--- src/verilog/memStagePkg.sv ---
// shared types and constants of the memory stage, imported by every stage module
package memStagePkg;

    typedef logic [31:0] wordT;    // data or address word
    typedef logic [4:0]  regAddrT; // gpr or cp0 register number
    typedef logic [18:0] vpn2T;    // vaddr[31:13]
    typedef logic [19:0] pfnT;
    typedef logic [3:0]  byteEnT;

    // mips cause codes
    typedef enum logic [4:0] {
        excInt  = 5'd0,
        excTlbL = 5'd2,
        excTlbS = 5'd3,
        excAdEL = 5'd4,
        excAdES = 5'd5,
        excSys  = 5'd8,
        excBp   = 5'd9,
        excRI   = 5'd10,
        excOv   = 5'd12
    } excCodeE;

    typedef enum logic [1:0] {
        sizeByte = 2'd0,
        sizeHalf = 2'd1,
        sizeWord = 2'd2
    } memSizeE;

    typedef enum logic [1:0] {
        wbPcPlus8 = 2'd0, // jump and link
        wbAluOut  = 2'd1,
        wbCp0Data = 2'd2  // mfc0
    } wbSelE;

    // exceptions flagged by earlier stages
    typedef struct packed {
        logic reservedInstr;
        logic syscall;
        logic brk;
        logic overflow;
        logic eret;
    } upExcT;

    typedef struct packed {
        logic    valid;
        wordT    pc;
        wordT    instr;
        wordT    aluOut;    // also the data address
        wordT    storeData; // rt value, also mtc0 data
        regAddrT dst;
        logic    regWrite;
        wbSelE   wbSel;
        logic    isLoad;
        logic    isStore;
        memSizeE memSize;
        byteEnT  byteEn;
        logic    isMtc0;
        logic    isMfc0;
        regAddrT cp0Addr;
        logic    inDelaySlot;
        upExcT   upExc;
    } exeToMemT;

    // even/odd page pair as returned by the external tlb
    typedef struct packed {
        vpn2T vpn2;
        pfnT  pfn0;
        logic v0;
        logic c0;
        pfnT  pfn1;
        logic v1;
        logic c1;
    } tlbEntryT;

    typedef struct packed {
        logic   valid;
        logic   write;
        wordT   paddr;
        byteEnT byteEn;
        wordT   wdata;
        logic   cached;
    } dmemReqT;

    typedef struct packed {
        logic    regWrite;
        regAddrT dst;
        wordT    result;
    } memToWbT;

    localparam regAddrT cp0BadVAddr = 5'd8;
    localparam regAddrT cp0EntryHi  = 5'd10;
    localparam regAddrT cp0Status   = 5'd12;
    localparam regAddrT cp0Cause    = 5'd13;
    localparam regAddrT cp0Epc      = 5'd14;

    localparam wordT refillOffset  = 32'h0000_0000;
    localparam wordT generalOffset = 32'h0000_0180;
    localparam wordT bevBase       = 32'hBFC0_0200;
    localparam wordT normalBase    = 32'h8000_0000;

endpackage

--- src/verilog/memReg.sv ---
// execute-to-memory pipeline register, loaded by memWr and invalidated by memFlush
module memReg (
    input  logic                  clk,
    input  logic                  arstN,
    input  logic                  memWr,
    input  logic                  memFlush,
    input  memStagePkg::exeToMemT exeIn,
    output memStagePkg::exeToMemT memIn
);
    import memStagePkg::*;

    logic     validQ;
    exeToMemT payloadQ;

    // valid is the only control bit of the stage
    always_ff @(posedge clk or negedge arstN) begin
        if (!arstN) begin
            validQ <= 1'b0;
        end else if (memFlush) begin
            validQ <= 1'b0; // flush beats write
        end else if (memWr) begin
            validQ <= exeIn.valid;
        end
    end

    always_ff @(posedge clk) begin
        if (memWr) begin
            payloadQ <= exeIn;
        end
    end

    always_comb begin
        memIn       = payloadQ;
        memIn.valid = validQ;
    end

    // known strobes keep the held instruction's valid bit known
    assert property (@(posedge clk) disable iff (!arstN)
        !$isunknown({memWr, memFlush}) |=> !$isunknown(validQ));

endmodule

--- src/verilog/dataTlbBuffer.sv ---
// data address translation with kseg0/kseg1 decode and a one-entry buffer refilled from the TLB
module dataTlbBuffer (
    input  logic                  clk,
    input  logic                  arstN,
    input  memStagePkg::wordT     vaddr,
    input  logic                  access,   // valid load or store
    input  logic                  bufFlush, // mtc0 to EntryHi
    input  memStagePkg::tlbEntryT tlbEntry,
    input  logic                  tlbFound,
    output memStagePkg::wordT     paddr,
    output logic                  cached,
    output memStagePkg::vpn2T     tlbVpn2,
    output logic                  tlbStall,
    output logic                  tlbRefill
);
    import memStagePkg::*;

    tlbEntryT entryQ;
    logic     entryValidQ;
    logic     unmapped;
    logic     vpnHit;
    logic     oddPage;
    logic     pageValid;
    logic     pageCached;
    pfnT      pagePfn;

    assign unmapped = (vaddr[31:30] == 2'b10);  // kseg0 or kseg1
    assign vpnHit   = entryValidQ && (entryQ.vpn2 == vaddr[31:13]);
    assign oddPage  = vaddr[12];

    // pick the half of the page pair
    assign pagePfn    = oddPage ? entryQ.pfn1 : entryQ.pfn0;
    assign pageValid  = oddPage ? entryQ.v1   : entryQ.v0;
    assign pageCached = oddPage ? entryQ.c1   : entryQ.c0;

    always_comb begin
        if (unmapped) begin
            paddr  = {3'b000, vaddr[28:0]};
            cached = !vaddr[29]; // kseg1 is uncached
        end else begin
            paddr  = {pagePfn, vaddr[11:0]};
            cached = pageCached;
        end
    end

    assign tlbVpn2 = vaddr[31:13];

    // miss with an answer stalls one cycle, otherwise it is a refill exception
    assign tlbStall  = access && !unmapped && !vpnHit && tlbFound;
    assign tlbRefill = access && !unmapped && (vpnHit ? !pageValid : !tlbFound);

    always_ff @(posedge clk or negedge arstN) begin
        if (!arstN) begin
            entryValidQ <= 1'b0;
        end else if (bufFlush) begin
            entryValidQ <= 1'b0;
        end else if (tlbStall) begin
            entryValidQ <= 1'b1;
        end
    end

    always_ff @(posedge clk) begin
        if (tlbStall) begin
            entryQ <= tlbEntry;
        end
    end

    // a refill never coincides with a stall, and the held access hits after it
    assert property (@(posedge clk) disable iff (!arstN)
        tlbStall |-> !tlbRefill ##1 !tlbStall);

endmodule

--- src/verilog/cp0Regs.sv ---
// coprocessor-0 state: Status, Cause, EPC, BadVAddr and EntryHi with mtc0/mfc0, commit and eret
module cp0Regs (
    input  logic                  clk,
    input  logic                  arstN,
    input  logic [5:0]            interrupt,
    input  memStagePkg::exeToMemT memIn,
    input  logic                  excTaken,
    input  memStagePkg::excCodeE  excCode,
    input  logic                  isEret,
    input  logic                  setBadVAddr,
    output memStagePkg::wordT     rdData,
    output logic                  statusBev,
    output logic                  statusExl,
    output logic                  intPending,
    output memStagePkg::wordT     epc,
    output logic                  entryHiWrite
);
    import memStagePkg::*;

    logic       statusIe;
    logic [7:0] statusIm;
    logic       causeBd;
    logic [5:0] causeIpHw; // ip7..2
    logic [1:0] causeIpSw; // ip1..0, software
    excCodeE    causeExc;
    wordT       badVAddrQ;
    vpn2T       entryHiVpn2;
    logic [7:0] entryHiAsid;
    logic       mtc0Wr;
    wordT       wrData;

    assign mtc0Wr       = memIn.valid && memIn.isMtc0 && !excTaken;
    assign wrData       = memIn.storeData;
    assign entryHiWrite = mtc0Wr && (memIn.cp0Addr == cp0EntryHi);

    assign intPending = statusIe && !statusExl && |({causeIpHw, causeIpSw} & statusIm);

    always_ff @(posedge clk or negedge arstN) begin
        if (!arstN) begin
            statusBev   <= 1'b1;
            statusIm    <= '0;
            statusExl   <= 1'b0;
            statusIe    <= 1'b0;
            causeBd     <= 1'b0;
            causeIpHw   <= '0;
            causeIpSw   <= '0;
            causeExc    <= excInt;
            epc         <= '0;
            badVAddrQ   <= '0;
            entryHiVpn2 <= '0;
            entryHiAsid <= '0;
        end else begin
            causeIpHw <= interrupt; // sampled every cycle
            if (excTaken) begin
                epc       <= memIn.inDelaySlot ? memIn.pc - 32'd4 : memIn.pc;
                causeBd   <= memIn.inDelaySlot;
                causeExc  <= excCode;
                statusExl <= 1'b1;
                if (setBadVAddr) begin
                    badVAddrQ <= memIn.aluOut;
                end
                if (excCode == excTlbL || excCode == excTlbS) begin
                    entryHiVpn2 <= memIn.aluOut[31:13];
                end
            end else if (isEret) begin
                statusExl <= 1'b0;
            end else if (mtc0Wr) begin
                case (memIn.cp0Addr)
                    cp0Status: begin
                        statusBev <= wrData[22];
                        statusIm  <= wrData[15:8];
                        statusExl <= wrData[1];
                        statusIe  <= wrData[0];
                    end
                    cp0Cause: causeIpSw <= wrData[9:8]; // only soft ip is writable
                    cp0Epc:   epc <= wrData;
                    cp0EntryHi: begin
                        entryHiVpn2 <= wrData[31:13];
                        entryHiAsid <= wrData[7:0];
                    end
                    default: ; // BadVAddr and others are read only
                endcase
            end
        end
    end

    // mfc0 read
    always_comb begin
        case (memIn.cp0Addr)
            cp0BadVAddr: rdData = badVAddrQ;
            cp0EntryHi:  rdData = {entryHiVpn2, 5'b0, entryHiAsid};
            cp0Status:   rdData = {9'b0, statusBev, 6'b0, statusIm, 6'b0, statusExl, statusIe};
            cp0Cause:    rdData = {causeBd, 15'b0, causeIpHw, causeIpSw, 1'b0, causeExc, 2'b0};
            cp0Epc:      rdData = epc;
            default:     rdData = '0;
        endcase
    end

endmodule

--- src/verilog/exceptionUnit.sv ---
// ranks the exception causes of the memory-stage instruction and selects the flush vector
module exceptionUnit (
    input  memStagePkg::exeToMemT memIn,
    input  logic                  tlbRefill,
    input  logic                  tlbStall,
    input  logic                  intPending,
    input  logic                  statusBev,
    input  logic                  statusExl,
    input  memStagePkg::wordT     epc,
    output logic                  excFlush,
    output logic                  excTaken,
    output memStagePkg::excCodeE  excCode,
    output logic                  isEret,
    output logic                  setBadVAddr,
    output memStagePkg::wordT     excVector
);
    import memStagePkg::*;

    logic live;
    logic misaligned;
    logic refillCause;
    wordT base;

    assign live = memIn.valid && !tlbStall; // stalled instruction raises nothing yet

    always_comb begin
        case (memIn.memSize)
            sizeHalf: misaligned = memIn.aluOut[0];
            sizeWord: misaligned = |memIn.aluOut[1:0];
            default:  misaligned = 1'b0;
        endcase
    end

    // highest priority first
    always_comb begin
        excTaken    = live;
        excCode     = excInt;
        isEret      = 1'b0;
        setBadVAddr = 1'b0;
        if (!live) begin
            excTaken = 1'b0;
        end else if (intPending) begin
            excCode = excInt;
        end else if ((memIn.isLoad || memIn.isStore) && misaligned) begin
            excCode     = memIn.isStore ? excAdES : excAdEL;
            setBadVAddr = 1'b1;
        end else if (tlbRefill) begin
            excCode     = memIn.isStore ? excTlbS : excTlbL;
            setBadVAddr = 1'b1;
        end else if (memIn.upExc.reservedInstr) begin
            excCode = excRI;
        end else if (memIn.upExc.syscall) begin
            excCode = excSys;
        end else if (memIn.upExc.brk) begin
            excCode = excBp;
        end else if (memIn.upExc.overflow) begin
            excCode = excOv;
        end else begin
            excTaken = 1'b0;
            isEret   = memIn.upExc.eret;
        end
    end

    assign excFlush    = excTaken || isEret;
    assign refillCause = excTaken && (excCode == excTlbL || excCode == excTlbS);
    assign base        = statusBev ? bevBase : normalBase;

    always_comb begin
        if (isEret) begin
            excVector = epc;
        end else if (refillCause && !statusExl) begin
            excVector = base + refillOffset;
        end else begin
            excVector = base + generalOffset;
        end
    end

endmodule

--- src/verilog/memStageTop.sv ---
// top level of the memory stage that wires its submodules and builds the result and request
module memStageTop (
    input  logic                  clk,
    input  logic                  arstN,
    input  logic                  memWr,
    input  logic                  memFlush,
    input  memStagePkg::exeToMemT exeIn,
    input  logic [5:0]            interrupt,
    input  memStagePkg::tlbEntryT tlbEntry,
    input  logic                  tlbFound,
    output memStagePkg::memToWbT  wbOut,
    output memStagePkg::dmemReqT  dmemReq,
    output memStagePkg::vpn2T     tlbVpn2,
    output logic                  tlbStall,
    output logic                  excFlush,
    output memStagePkg::wordT     excVector
);
    import memStagePkg::*;

    exeToMemT memIn;
    wordT     paddr;
    logic     cached;
    logic     access;
    logic     tlbRefill;
    logic     excTaken;
    excCodeE  excCode;
    logic     isEret;
    logic     setBadVAddr;
    wordT     cp0RdData;
    logic     statusBev;
    logic     statusExl;
    logic     intPending;
    wordT     epc;
    logic     entryHiWrite;

    assign access = memIn.valid && (memIn.isLoad || memIn.isStore);

    memReg uMemReg (
        .clk(clk), .arstN(arstN), .memWr(memWr), .memFlush(memFlush),
        .exeIn(exeIn), .memIn(memIn)
    );

    dataTlbBuffer uDataTlb (
        .clk(clk), .arstN(arstN), .vaddr(memIn.aluOut), .access(access),
        .bufFlush(entryHiWrite), .tlbEntry(tlbEntry), .tlbFound(tlbFound),
        .paddr(paddr), .cached(cached), .tlbVpn2(tlbVpn2),
        .tlbStall(tlbStall), .tlbRefill(tlbRefill)
    );

    exceptionUnit uException (
        .memIn(memIn), .tlbRefill(tlbRefill), .tlbStall(tlbStall),
        .intPending(intPending), .statusBev(statusBev), .statusExl(statusExl), .epc(epc),
        .excFlush(excFlush), .excTaken(excTaken), .excCode(excCode), .isEret(isEret),
        .setBadVAddr(setBadVAddr), .excVector(excVector)
    );

    cp0Regs uCp0 (
        .clk(clk), .arstN(arstN), .interrupt(interrupt), .memIn(memIn),
        .excTaken(excTaken), .excCode(excCode), .isEret(isEret), .setBadVAddr(setBadVAddr),
        .rdData(cp0RdData), .statusBev(statusBev), .statusExl(statusExl),
        .intPending(intPending), .epc(epc), .entryHiWrite(entryHiWrite)
    );

    // forwarding and write-back value
    always_comb begin
        case (memIn.wbSel)
            wbPcPlus8: wbOut.result = memIn.pc + 32'd8;
            wbCp0Data: wbOut.result = cp0RdData;
            default:   wbOut.result = memIn.aluOut;
        endcase
        wbOut.dst      = memIn.dst;
        wbOut.regWrite = memIn.valid && memIn.regWrite && !excFlush && !tlbStall;
    end

    always_comb begin
        dmemReq.valid  = access && !excFlush && !tlbStall;
        dmemReq.write  = memIn.isStore;
        dmemReq.paddr  = paddr;
        dmemReq.byteEn = memIn.byteEn;
        dmemReq.wdata  = memIn.storeData;
        dmemReq.cached = cached;
    end

    // the environment holds its stage write back while the buffer refills
    assert property (@(posedge clk) disable iff (!arstN) tlbStall |-> !memWr);

endmodule

--- config.mk ---
export PLATFORM = sky130hd
export DESIGN_NAME = memStageTop
export DESIGN_NICKNAME = d
export VERILOG_FILES = /design/src/verilog/memStagePkg.sv /design/src/verilog/memReg.sv /design/src/verilog/dataTlbBuffer.sv /design/src/verilog/cp0Regs.sv /design/src/verilog/exceptionUnit.sv /design/src/verilog/memStageTop.sv
export SDC_FILE = /design/constraint.sdc
export NUM_CORES = 1
export LEC_CHECK = 0
export ABC_AREA = 1
export BUFFER_PORTS_ARGS = -buffer_cell sky130_fd_sc_hd__buf_2
export CORE_ASPECT_RATIO = 1.2
export CORE_MARGIN = 2
export CORE_UTILIZATION = 47
export DETAILED_ROUTE_END_ITERATION = 12
export GPL_TIMING_DRIVEN = 0
export PLACE_DENSITY_LB_ADDON = 0.1
export SYNTH_ARGS = -nofsm -noshare
export SYNTH_HDL_FRONTEND = slang
export SYNTH_SLANG_ARGS = --single-unit
--- constraint.sdc ---
create_clock -name clk -period 6.8 [get_ports clk]
set_input_delay 1.02 -clock clk [delete_from_list [all_inputs] [get_ports clk]]
set_output_delay 1.02 -clock clk [all_outputs]
set_load 0.01 [all_outputs]
# Word level (Yosys, flattened, before mapping)
# Index checks and enable logic that the tools add are counted.
dict set report totals {
  register_bits 305
  in_bits 232
  output_inout_bits 162
  word_cells 168
}
dict set report op_classes {
  addsub 3
  eq_ne 14
  muxes 60
  n_bitwise 3
  n_reduce_logical 49
}
# operator n
set ops {}
lappend ops {{32-bit two-way mux} 8}
lappend ops {{32-bit one-hot mux with 5 select lines} 1}
lappend ops {{19-bit two-way mux} 5}
lappend ops {{32-bit one-hot mux with 2 select lines} 1}
lappend ops {{5-bit two-way mux} 7}
lappend ops {{1-bit two-way mux} 34}
lappend ops {{32-bit by 4-bit adder with 32-bit output (second input constant)} 1}
lappend ops {{32-bit by 9-bit adder with 32-bit output (second input constant)} 1}
lappend ops {{32-bit by 3-bit subtractor with 32-bit output (second input constant)} 1}
lappend ops {{30-bit two-way mux} 1}
lappend ops {{5-bit by 4-bit equality test with 1-bit output (second input constant)} 5}
lappend ops {{1-bit logical AND} 20}
lappend ops {{20-bit two-way mux} 1}
lappend ops {{19-bit equality test} 1}
lappend ops {{4-bit AND reduction} 4}
lappend ops {{5-bit by 2-bit equality test with 1-bit output (second input constant)} 2}
lappend ops {{2-bit nonzero test} 5}
lappend ops {{1-bit logical NOT} 9}
lappend ops {{8-bit AND} 1}
lappend ops {{8-bit OR reduction} 1}
lappend ops {{2-bit equality test (second input constant)} 3}
lappend ops {{3-bit nonzero test} 2}
lappend ops {{4-bit two-way mux} 1}
lappend ops {{2-bit AND reduction} 2}
lappend ops {{9 further kinds} 12}

# Logic depth before layout (Yosys ltp)
# Gate-level depths: netlist of run 1.
dict set report depth {
  depth_word 14
  depth_mapped 17
  depth_no_buf 16
}

# Cells and area by module
# A second synthesis of run 1 with hierarchy kept.
dict set report hier_totals {
  hier_cells 1797
  hier_area_um2 16514.6
}
# module n_inst cells_each area_each_um2 seq_area_each_um2
set modules_own_cells {}
lappend modules_own_cells {cp0Regs 1 869 6532.5 2904.0}
lappend modules_own_cells {memReg 1 164 4767.1 4739.5}
lappend modules_own_cells {dataTlbBuffer 1 321 3116.7 1916.8}
lappend modules_own_cells {memStageTop 1 326 1560.2 0.0}
lappend modules_own_cells {exceptionUnit 1 117 538.0 0.0}

# Worst setup path before layout of run 1
# No wires, ideal clock.
dict set report synth_path {
  path_type {input to output}
  start {input tlbFound}
  end {output tlbStall}
  t_arrival_ps 2483
  t_required_ps 5780
  setup_slack_ps 3297
  cell_stages 2
  n_path_buf 0
  cell_sequence {nand3_1 > inv_1}
}
dict set report synth_via {
  elab_chain_cells 1
}
# item line_no
set synth_lines {}
lappend synth_lines {{start: declaration} memStageTop.sv:10} ;# input logic tlbFound,
lappend synth_lines {{1-bit logical AND} dataTlbBuffer.sv:49} ;# assign tlbStall = access && !unmapped && !vpnHit && tlbFound;
lappend synth_lines {{end: declaration} memStageTop.sv:14} ;# output logic tlbStall,
# No other way between the ends.

# Final worst setup path of run 1
dict set report layout_path {
  start {register uMemReg.payloadQ (netlist bit uMemReg.memIn[85])}
  end {output excVector[22]}
}
dict set report layout_via {
  elab_chain_cells 14
  elab_cells_between_ends 28
  classes_between {eq/ne (3); mux (15); reduce/logical (10)}
}
# item line_no
set layout_lines {}
lappend layout_lines {{start: declaration} memReg.sv:13} ;# exeToMemT payloadQ;
lappend layout_lines {{start signal: assignment} memReg.sv:28} ;# payloadQ <= exeIn;
lappend layout_lines {{19-bit equality test *} dataTlbBuffer.sv:28} ;# assign vpnHit = entryValidQ && (entryQ.vpn2 == vaddr[31:13]);
lappend layout_lines {{1-bit logical AND *} dataTlbBuffer.sv:28}
lappend layout_lines {{1-bit two-way mux or 1-bit logical NOT (tied branches)} {dataTlbBuffer.sv:50, dataTlbBuffer.sv:49}}
lappend layout_lines {{1-bit logical AND, on equally long branches} {dataTlbBuffer.sv:50, dataTlbBuffer.sv:49}}
lappend layout_lines {{5-bit two-way mux or 1-bit logical AND (tied branches)} {exceptionUnit.sv:47, dataTlbBuffer.sv:49}}
lappend layout_lines {{5-bit two-way mux or 1-bit logical NOT (tied branches)} {exceptionUnit.sv:44, exceptionUnit.sv:24}}
lappend layout_lines {{5-bit two-way mux or 1-bit logical AND (tied branches)} {exceptionUnit.sv:42, exceptionUnit.sv:24}}
lappend layout_lines {{5-bit two-way mux} exceptionUnit.sv:40} ;# if (!live) begin
lappend layout_lines {{5-bit by 2-bit equality test with 1-bit output} exceptionUnit.sv:65} ;# assign refillCause = excTaken && (excCode == excTlbL || excCode == excTlbS);
lappend layout_lines {{1-bit logical OR} exceptionUnit.sv:65}
lappend layout_lines {{1-bit logical AND} exceptionUnit.sv:65}
lappend layout_lines {{1-bit logical AND} exceptionUnit.sv:71} ;# end else if (refillCause && !statusExl) begin
lappend layout_lines {{32-bit two-way mux} exceptionUnit.sv:71}
lappend layout_lines {{32-bit two-way mux *} exceptionUnit.sv:69} ;# if (isEret) begin
lappend layout_lines {{end: declaration} memStageTop.sv:16} ;# output memStagePkg::wordT excVector
# Every way passes the cells marked *; elsewhere a longest branch is shown, timed or not.

==> metrics.txt, run 1 <==
initial core utilization=47.3%; Hold Crit Class=primary input to async pin; worst path cell trace=inv_2 > nand2_1 > nand2_1 > nor2_1 > nand2_1 > nor2_2 > nand4_1 > nand3_2 > nand3_4 > nor2_2 > inv_2 > clkbuf_1 > o21ai_0 > buf_2; number of global-route vias before repair=13500; first-pass GRT wire length=80100 microns; Die H=201 microns; H-tree depth=2; post-route setup TNS=0 ns; Worst path max stage delay=0.56 ns; Startpoint Class=register; CP Capture Type=output pin; Post-synth EDFFs=187; post-synthesis cell type count=47; Critical Setup Path Class=register to output pin; PortBufs=360; Worst Setup SP=uMemReg.memIn[85]; core area=32000 sq um; Worst EP arrival=3.86 ns; post-CTS setup repair buffer count=0; R2R depth=15; DIE AREA=33700 sq um; DRT iter0 DRCs=1258; cts bufs inserted=35; Worst-Skew Late Latency=0.53 ns; # Max-Cap Violations=1; failing checks=max-capacitance violations, max-slew violations; Worst VDD drop=0.000209 V; initial antenna violation count=1; Slew Limit Fails=10; Fin. Hold Viols=0; CTS tree=built; Max Clock Skew=0.0227 ns; drt wl/cell=21.6 microns; global route overflow=0; DRT antenna net count=0; Via-to-Cell Ratio=5.41; RSZ-0062 raised after global routing=no; register area share after synthesis=56.4%; synthesis-stage register bit count=304; GRT Util Overall=32.0%; CP max-delay cell=edfxtp_1; Gates resized, CTS repair=0; WL final=54100 microns; DRC viols=0; placed insts=2437; Async SR Flop Fraction=38.5%; clk slew on worst S/H paths=0.06 ns; Setup Viol. Count Final=0; fin crit period=4.88 ns; Clock Tree Buf Depth=3; FF-to-FF Start=uMemReg.memIn[85]; Syn Nets=1905; area leader, netlist=edfxtp_1; DR vias=13500; Gate Count Post-Synth=1667; num ports=394; Primary FF master, synth=edfxtp_1; Detailed Place HPWL=41300 microns; largest net degree at the start of global routing=78; Post-CTS Hold Fix Bufs=0; pwr/cell area=276 nW/um^2; CTS sink cnt=304; pre-CTS WS=2.57 ns; Rows=72; FILL cells=2889; Die W=168 microns; required time of the critical path=5.78 ns; max frequency=205 MHz; Rel. slew slack=-1.24%; Tcrit/Tclk final=71.7%; # nets final=2305; Slew @ Worst Pin=1.51 ns; synth-to-layout area growth=22.9%; Final Non-Filler Cells=2498; drt first pass iters=5; top cells by area, synth=edfxtp_1 37%, dfrtp_1 19%, nand2_1 12%, nand3_1 4.4%, buf_4 3.7%; share of cells above drive strength 1=26.6%; status=complete, but fails checks; final RePlAce weighted congestion=0.959; Leak Pwr=8.81 nW; Synth Cell Area=15100 sq um; Yosys warnings=0; syn_area_per_cell=9.08 sq um; Most common cell on crit path=nand2_1; CP Max Fanout=10; setup ws final=1.92 ns; Yosys top cell area share=37.1%; CTS Root Cell=clkbuf_16
[report_power, final]
group / leakage, nW / total (mW) / internal (mW) / switching, mW
clock network: 0.519 / 1.81 / 1.06 / 0.750
logic: 5.01 / 0.869 / 0.326 / 0.543
registers: 3.28 / 2.45 / 2.25 / 0.199
[logic make-up after synthesis]
family | count (synthesis) | synth area share, %
AOI/OAI and AO/OA | 218 | 8.95
xor gates and xnor gates | 27 | 1.56
adders and majority gates | 6 | 0.496
buffers and inverters | 303 | 9.78
DFF | 304 | 56.4
and+or+nand+nor | 809 | 22.8
[through the flow]
stage | utilization [%] | hold slack, ns | total power, mW | instance area [sq um]
2_1_floorplan | - | 0.442 | 2.93 | 15100
3_3_place_gp | 54.6 | 0.453 | 3.32 | 17500
3_5_place_dp | 54.8 | 0.459 | 3.34 | 17500
4_1_cts | 58.2 | 0.406 | 5.15 | 18600
5_1_grt | 58.2 | 0.441 | 5.35 | 18600
6_report | 58.2 | 0.416 | 5.13 | 18600
[worst max-delay path: cells and delay by family (launching register included)]
family          cells  cell delay (ns)
flops               1             0.56
simple gates        9             1.46
buf+inv             4             0.74
compound gates      1             0.55
[layer usage]
metal / vias to the layer above / routed length [microns] / global-route usage [%]
met5: - / 0 / 0
met4: 0 / 3990 / 21.2
met3: 153 / 4610 / 6.88
met2: 691 / 25700 / 53.1
met1: 6355 / 19700 / 37.3
li1: 6314 / - / -
[synthesized netlist by cell type (4+ instances only)]
cell type / number
nand2_1: 495
edfxtp_1: 187
inv_1: 147
nand3_1: 132
dfrtp_1: 116
nor2_1: 105
o21ai_0: 87
buf_4: 75
a21oi_1: 38
clkbuf_1: 27
xor2_1: 26
a22oi_1: 24
buf_2: 22
inv_2: 17
o221ai_1: 16
nor3_1: 15
a221oi_1: 13
nand3_2: 13
nand4_1: 13
o211ai_1: 12
buf_1: 10
nand3b_1: 9
nor4_1: 8
o21ai_1: 7
ha_1: 6
nor2_2: 6
o22ai_1: 6
nand2_2: 5
o2111ai_1: 4
[state kept, by name, indices dropped and copies added (netlist names)]
name	flops
uMemReg.memIn	124
uDataTlb.entryQ	63
uCp0.badVAddrQ	32
uCp0.epc	32
uCp0.entryHiVpn2	19
uCp0.entryHiAsid	8
uCp0.statusIm	8
uCp0.causeIpHw	6
uCp0.causeExc	4
uCp0.causeIpSw	2
uCp0.causeBd	1
uCp0.statusBev	1
uCp0.statusExl	1
uCp0.statusIe	1
uDataTlb.entryValidQ	1
uMemReg.validQ	1
[final cells by class]
type / instances / area (sq um) / area share (%)
clock buffers: 45 / 913 / 4.91
repair buffers: 363 / 1890 / 10.2
flip-flops and latches: 304 / 8540 / 45.9
multi-input cells: 1060 / 5120 / 27.5
inverters: 165 / 619 / 3.33
diodes: 1 / 2.50 / 0.0134
plain buffers: 138 / 861 / 4.63
clock inverters: 15 / 150 / 0.807
well taps: 407 / 509 / 2.74
[layout by cell type, fill, tap and decap left out, types with 5 or more instances in the layout]
master / count
clkinv_1: 7
nor4_1: 8
clkbuf_16: 35
ha_1: 6
o22ai_1: 6
nand3b_1: 9
a22oi_1: 24
clkbuf_1: 37
nand3_1: 132
nand2_2: 5
inv_1: 146
o211ai_1: 12
o221ai_1: 16
nand3_2: 13
edfxtp_1: 187
a221oi_1: 13
o21ai_1: 7
nand2_1: 495
nor2_2: 6
dfrtp_1: 116
a21oi_1: 38
buf_6: 5
buf_2: 380
buf_4: 75
nor3_1: 15
nor2_1: 105
nand4_1: 13
xor2_1: 26
o21ai_0: 87
buf_1: 10
inv_2: 18
[final timing paths]
check                                             to  slack, ns
worst max register to register   uCp0.entryHiAsid[7]       3.57
worst max-delay path                   excVector[22]       1.92
min in group clk                uCp0.entryHiVpn2[14]       0.47
worst min register to register  uCp0.entryHiVpn2[14]       0.47
max in group asynchronous             uCp0.statusBev       5.60
worst min-delay path             uCp0.entryHiAsid[4]       0.42
Power figures use the tool's default switching activity.
==> run 2, diff against run 1 <==
--- a/config.mk
+++ b/config.mk
@@ -5,7 +5,7 @@
 export SDC_FILE = /design/constraint.sdc
 export NUM_CORES = 1
 export LEC_CHECK = 0
-export ABC_AREA = 1
+export ABC_AREA = 0
 export BUFFER_PORTS_ARGS = -buffer_cell sky130_fd_sc_hd__buf_2
 export CORE_ASPECT_RATIO = 1.2
 export CORE_MARGIN = 2
==> constraint.sdc (replaced) <==
create_clock -name clk -period 4.3 [get_ports clk]
set_input_delay 0.645 -clock clk [delete_from_list [all_inputs] [get_ports clk]]
set_output_delay 0.645 -clock clk [all_outputs]
set_load 0.01 [all_outputs]
==> metrics.txt, run 2 <==
status=completed; Rel. slew slack=27.3%; num ports=394; area leader, netlist=edfxtp_1; Post-CTS Hold Fix Bufs=0; GRT Util Overall=27.2%; Worst Setup SP=uMemReg.memIn[86]; Worst-Skew Late Latency=0.53 ns; Hold Worst Slack=0.0732 ns; max frequency=240 MHz; CTS Root Cell=clkbuf_16; post-synthesis cell type count=60; Yosys warnings=0; DRC viols=0; fin crit period=4.17 ns; Sequential Area=8540 sq um; core area=30600 sq um; initial core utilization=47.8%; RSZ-0062 raised after global routing=no; met1 Use GR=33.9%; share of cells above drive strength 1=39.1%; Rows=70; placed insts=1943; setup ws final=0.135 ns; Setup Viol. Count Final=0; Die H=197 microns; DRT iter0 DRCs=843; Yosys top cell area share=38.5%; Syn Nets=1421; Slew Limit Fails=0; top cells by area, synth=edfxtp_1 38%, dfrtp_1 20%, mux2_2 7.5%, buf_4 3.8%, mux2i_1 3.4%; Synth Cell Area=14600 sq um; fin area=18200 sq um; Final Util=59.7%; drt wl/cell=21.9 microns; initial antenna violation count=4; Leak Pwr=7.81 nW; Die W=165 microns; PortBufs=360; Tcrit/Tclk final=96.9%; pre-CTS WS=-0.513 ns; Async SR Flop Fraction=38.5%; Worst VDD drop=0.000370 V; Critical Setup Path Class=register to output pin; most common cell after layout, fill and taps aside=buf_2; CP Capture Type=output pin; required time of the critical path=3.65 ns; Max Clock Skew=0.0132 ns; syn_area_per_cell=12.3 sq um; FF-to-FF setup slack=0.36 ns; GRT Max-Usage Layer=met2; final RePlAce weighted congestion=0.883; DIE AREA=32500 sq um; commonest cells after routing, fill and taps aside=367 x buf_2, 187 x edfxtp_1, 116 x dfrtp_1, 101 x nand2_1, 97 x mux2_2; Reg-to-Reg End=uCp0.epc[12]; Via-to-Cell Ratio=5.40; Post-synth EDFFs=187; Clock Tree Buf Depth=3; count leader, synth=edfxtp_1; Final Non-Filler Cells=2005; synth-to-layout area growth=24.9%; WL final=43900 microns; area of the multi-input gates=5250 sq um; max reg flops=124; DR vias=10800; clk slew on worst S/H paths=0.06 ns; cts bufs inserted=34; Slew @ Worst Pin=1.08 ns; number of global-route vias before repair=11000; largest net degree at the start of global routing=88; Fin. Hold Viols=0; routing usage on met2=46.0%; Primary FF master, synth=edfxtp_1; CP Max Fanout=10; Worst EP arrival=3.52 ns; Detailed Place HPWL=32400 microns; GRT met3 Usage=6.72%; H-tree depth=2; CTS sink cnt=304; FF-to-FF Start=uMemReg.memIn[86]; synthesis-stage register bit count=304; drt first pass iters=5; placed cell areas=17000 sq um; # Max-Cap Violations=0; global route overflow=0; Startpoint Class=register; Hold Crit Class=primary input to async pin; Post-synth top cells=187 x edfxtp_1, 116 x dfrtp_1, 101 x nand2_1; register area share after synthesis=58.5%; CTS tree=built; FILL cells=2573; DRT antenna net count=0; first-pass GRT wire length=65200 microns; pwr/cell area=436 nW/um^2; R2R depth=9; Gate Count Post-Synth=1183; # nets final=1821
-- run 2: changes by cell type in the layout (fill, tap and decap cells not counted), moves of 22 or more --
cell,change
nand2_1,-394
inv_1,-133
nand3_1,-117
mux2_2,+97
mux2i_1,+49
nor2_1,-49
xnor2_1,+38
a22oi_1,+22
and2_1,+22
-- run 2: metal layers --
| layer | up-vias | share of wire, % |
|---|---|---|
| met4 | 4 | 3.5 |
| met2 | 462 | 49 |
| met5 | - | 0.055 |
| met1 | 5261 | 39 |
| li1 | 5024 | - |
| met3 | 85 | 8.1 |
-- run 2: cell families after synthesis --
family          Yosys count  synth area share [%]
compound gates          206                  8.65
fa+ha+maj                 6                 0.514
mux                     163                  12.4
xor+xnor                 73                  4.38
flops                   304                  58.5
buf+inv                 153                  6.07
simple gates            278                  9.43
-- run 2: layout make-up --
cell class | count | share of cell area (%)
Antenna cell | 1 | 0.0137
Buffer | 139 | 4.62
Clock buffer | 50 | 5.45
Clock inverter | 11 | 0.707
Inverter | 13 | 0.268
Multi-Input combinational cell | 726 | 28.8
Sequential cell | 304 | 46.9
Tap cell | 396 | 2.72
Timing Repair Buffer | 365 | 10.6
-- run 2: report_power, final --
group	internal [mW]	total [mW]	switching, mW
clock	1.78	2.96	1.17
sequential	3.51	3.80	0.294
combinational	0.603	1.19	0.592
total	5.89	7.95	2.06
-- run 2: worst max-delay path, stage by stage (launching register included) --
cell,delay [ns]
edfxtp_1,0.54
xor2_1,0.24
nor4_4,0.42
and3_2,0.33
a31o_2,0.24
nand2_1,0.14
nor3b_4,0.37
clkbuf_4,0.32
and2_1,0.22
buf_2,0.15
-- run 2: how the worst max path moves through the flow --
stage / end / slack (ns)
6_report: excVector[30] / 0.13
5_1_grt: excVector[30] / 0.01
4_1_cts: excVector[30] / 0.04
3_5_place_dp: excVector[9] / -0.51
3_3_place_gp: tlbStall / -0.61
2_1_floorplan: tlbStall / 0.91
-- run 2: stage by stage --
stage | total power, mW | setup TNS (ns)
after floorplan | 4.49 | 0
after global placement | 5.00 | -14.38
after detailed placement | 5.04 | -16.61
after CTS | 8.01 | 0
after global routing | 8.29 | 0
final | 7.95 | 0
-- run 2: what timing repair did --
item | in CTS | in global routing
pin swaps | 0 | 2
resized for setup | 11 | 8
buffers inserted | 0 | 1
endpoints found under the setup margin | 77 | 36
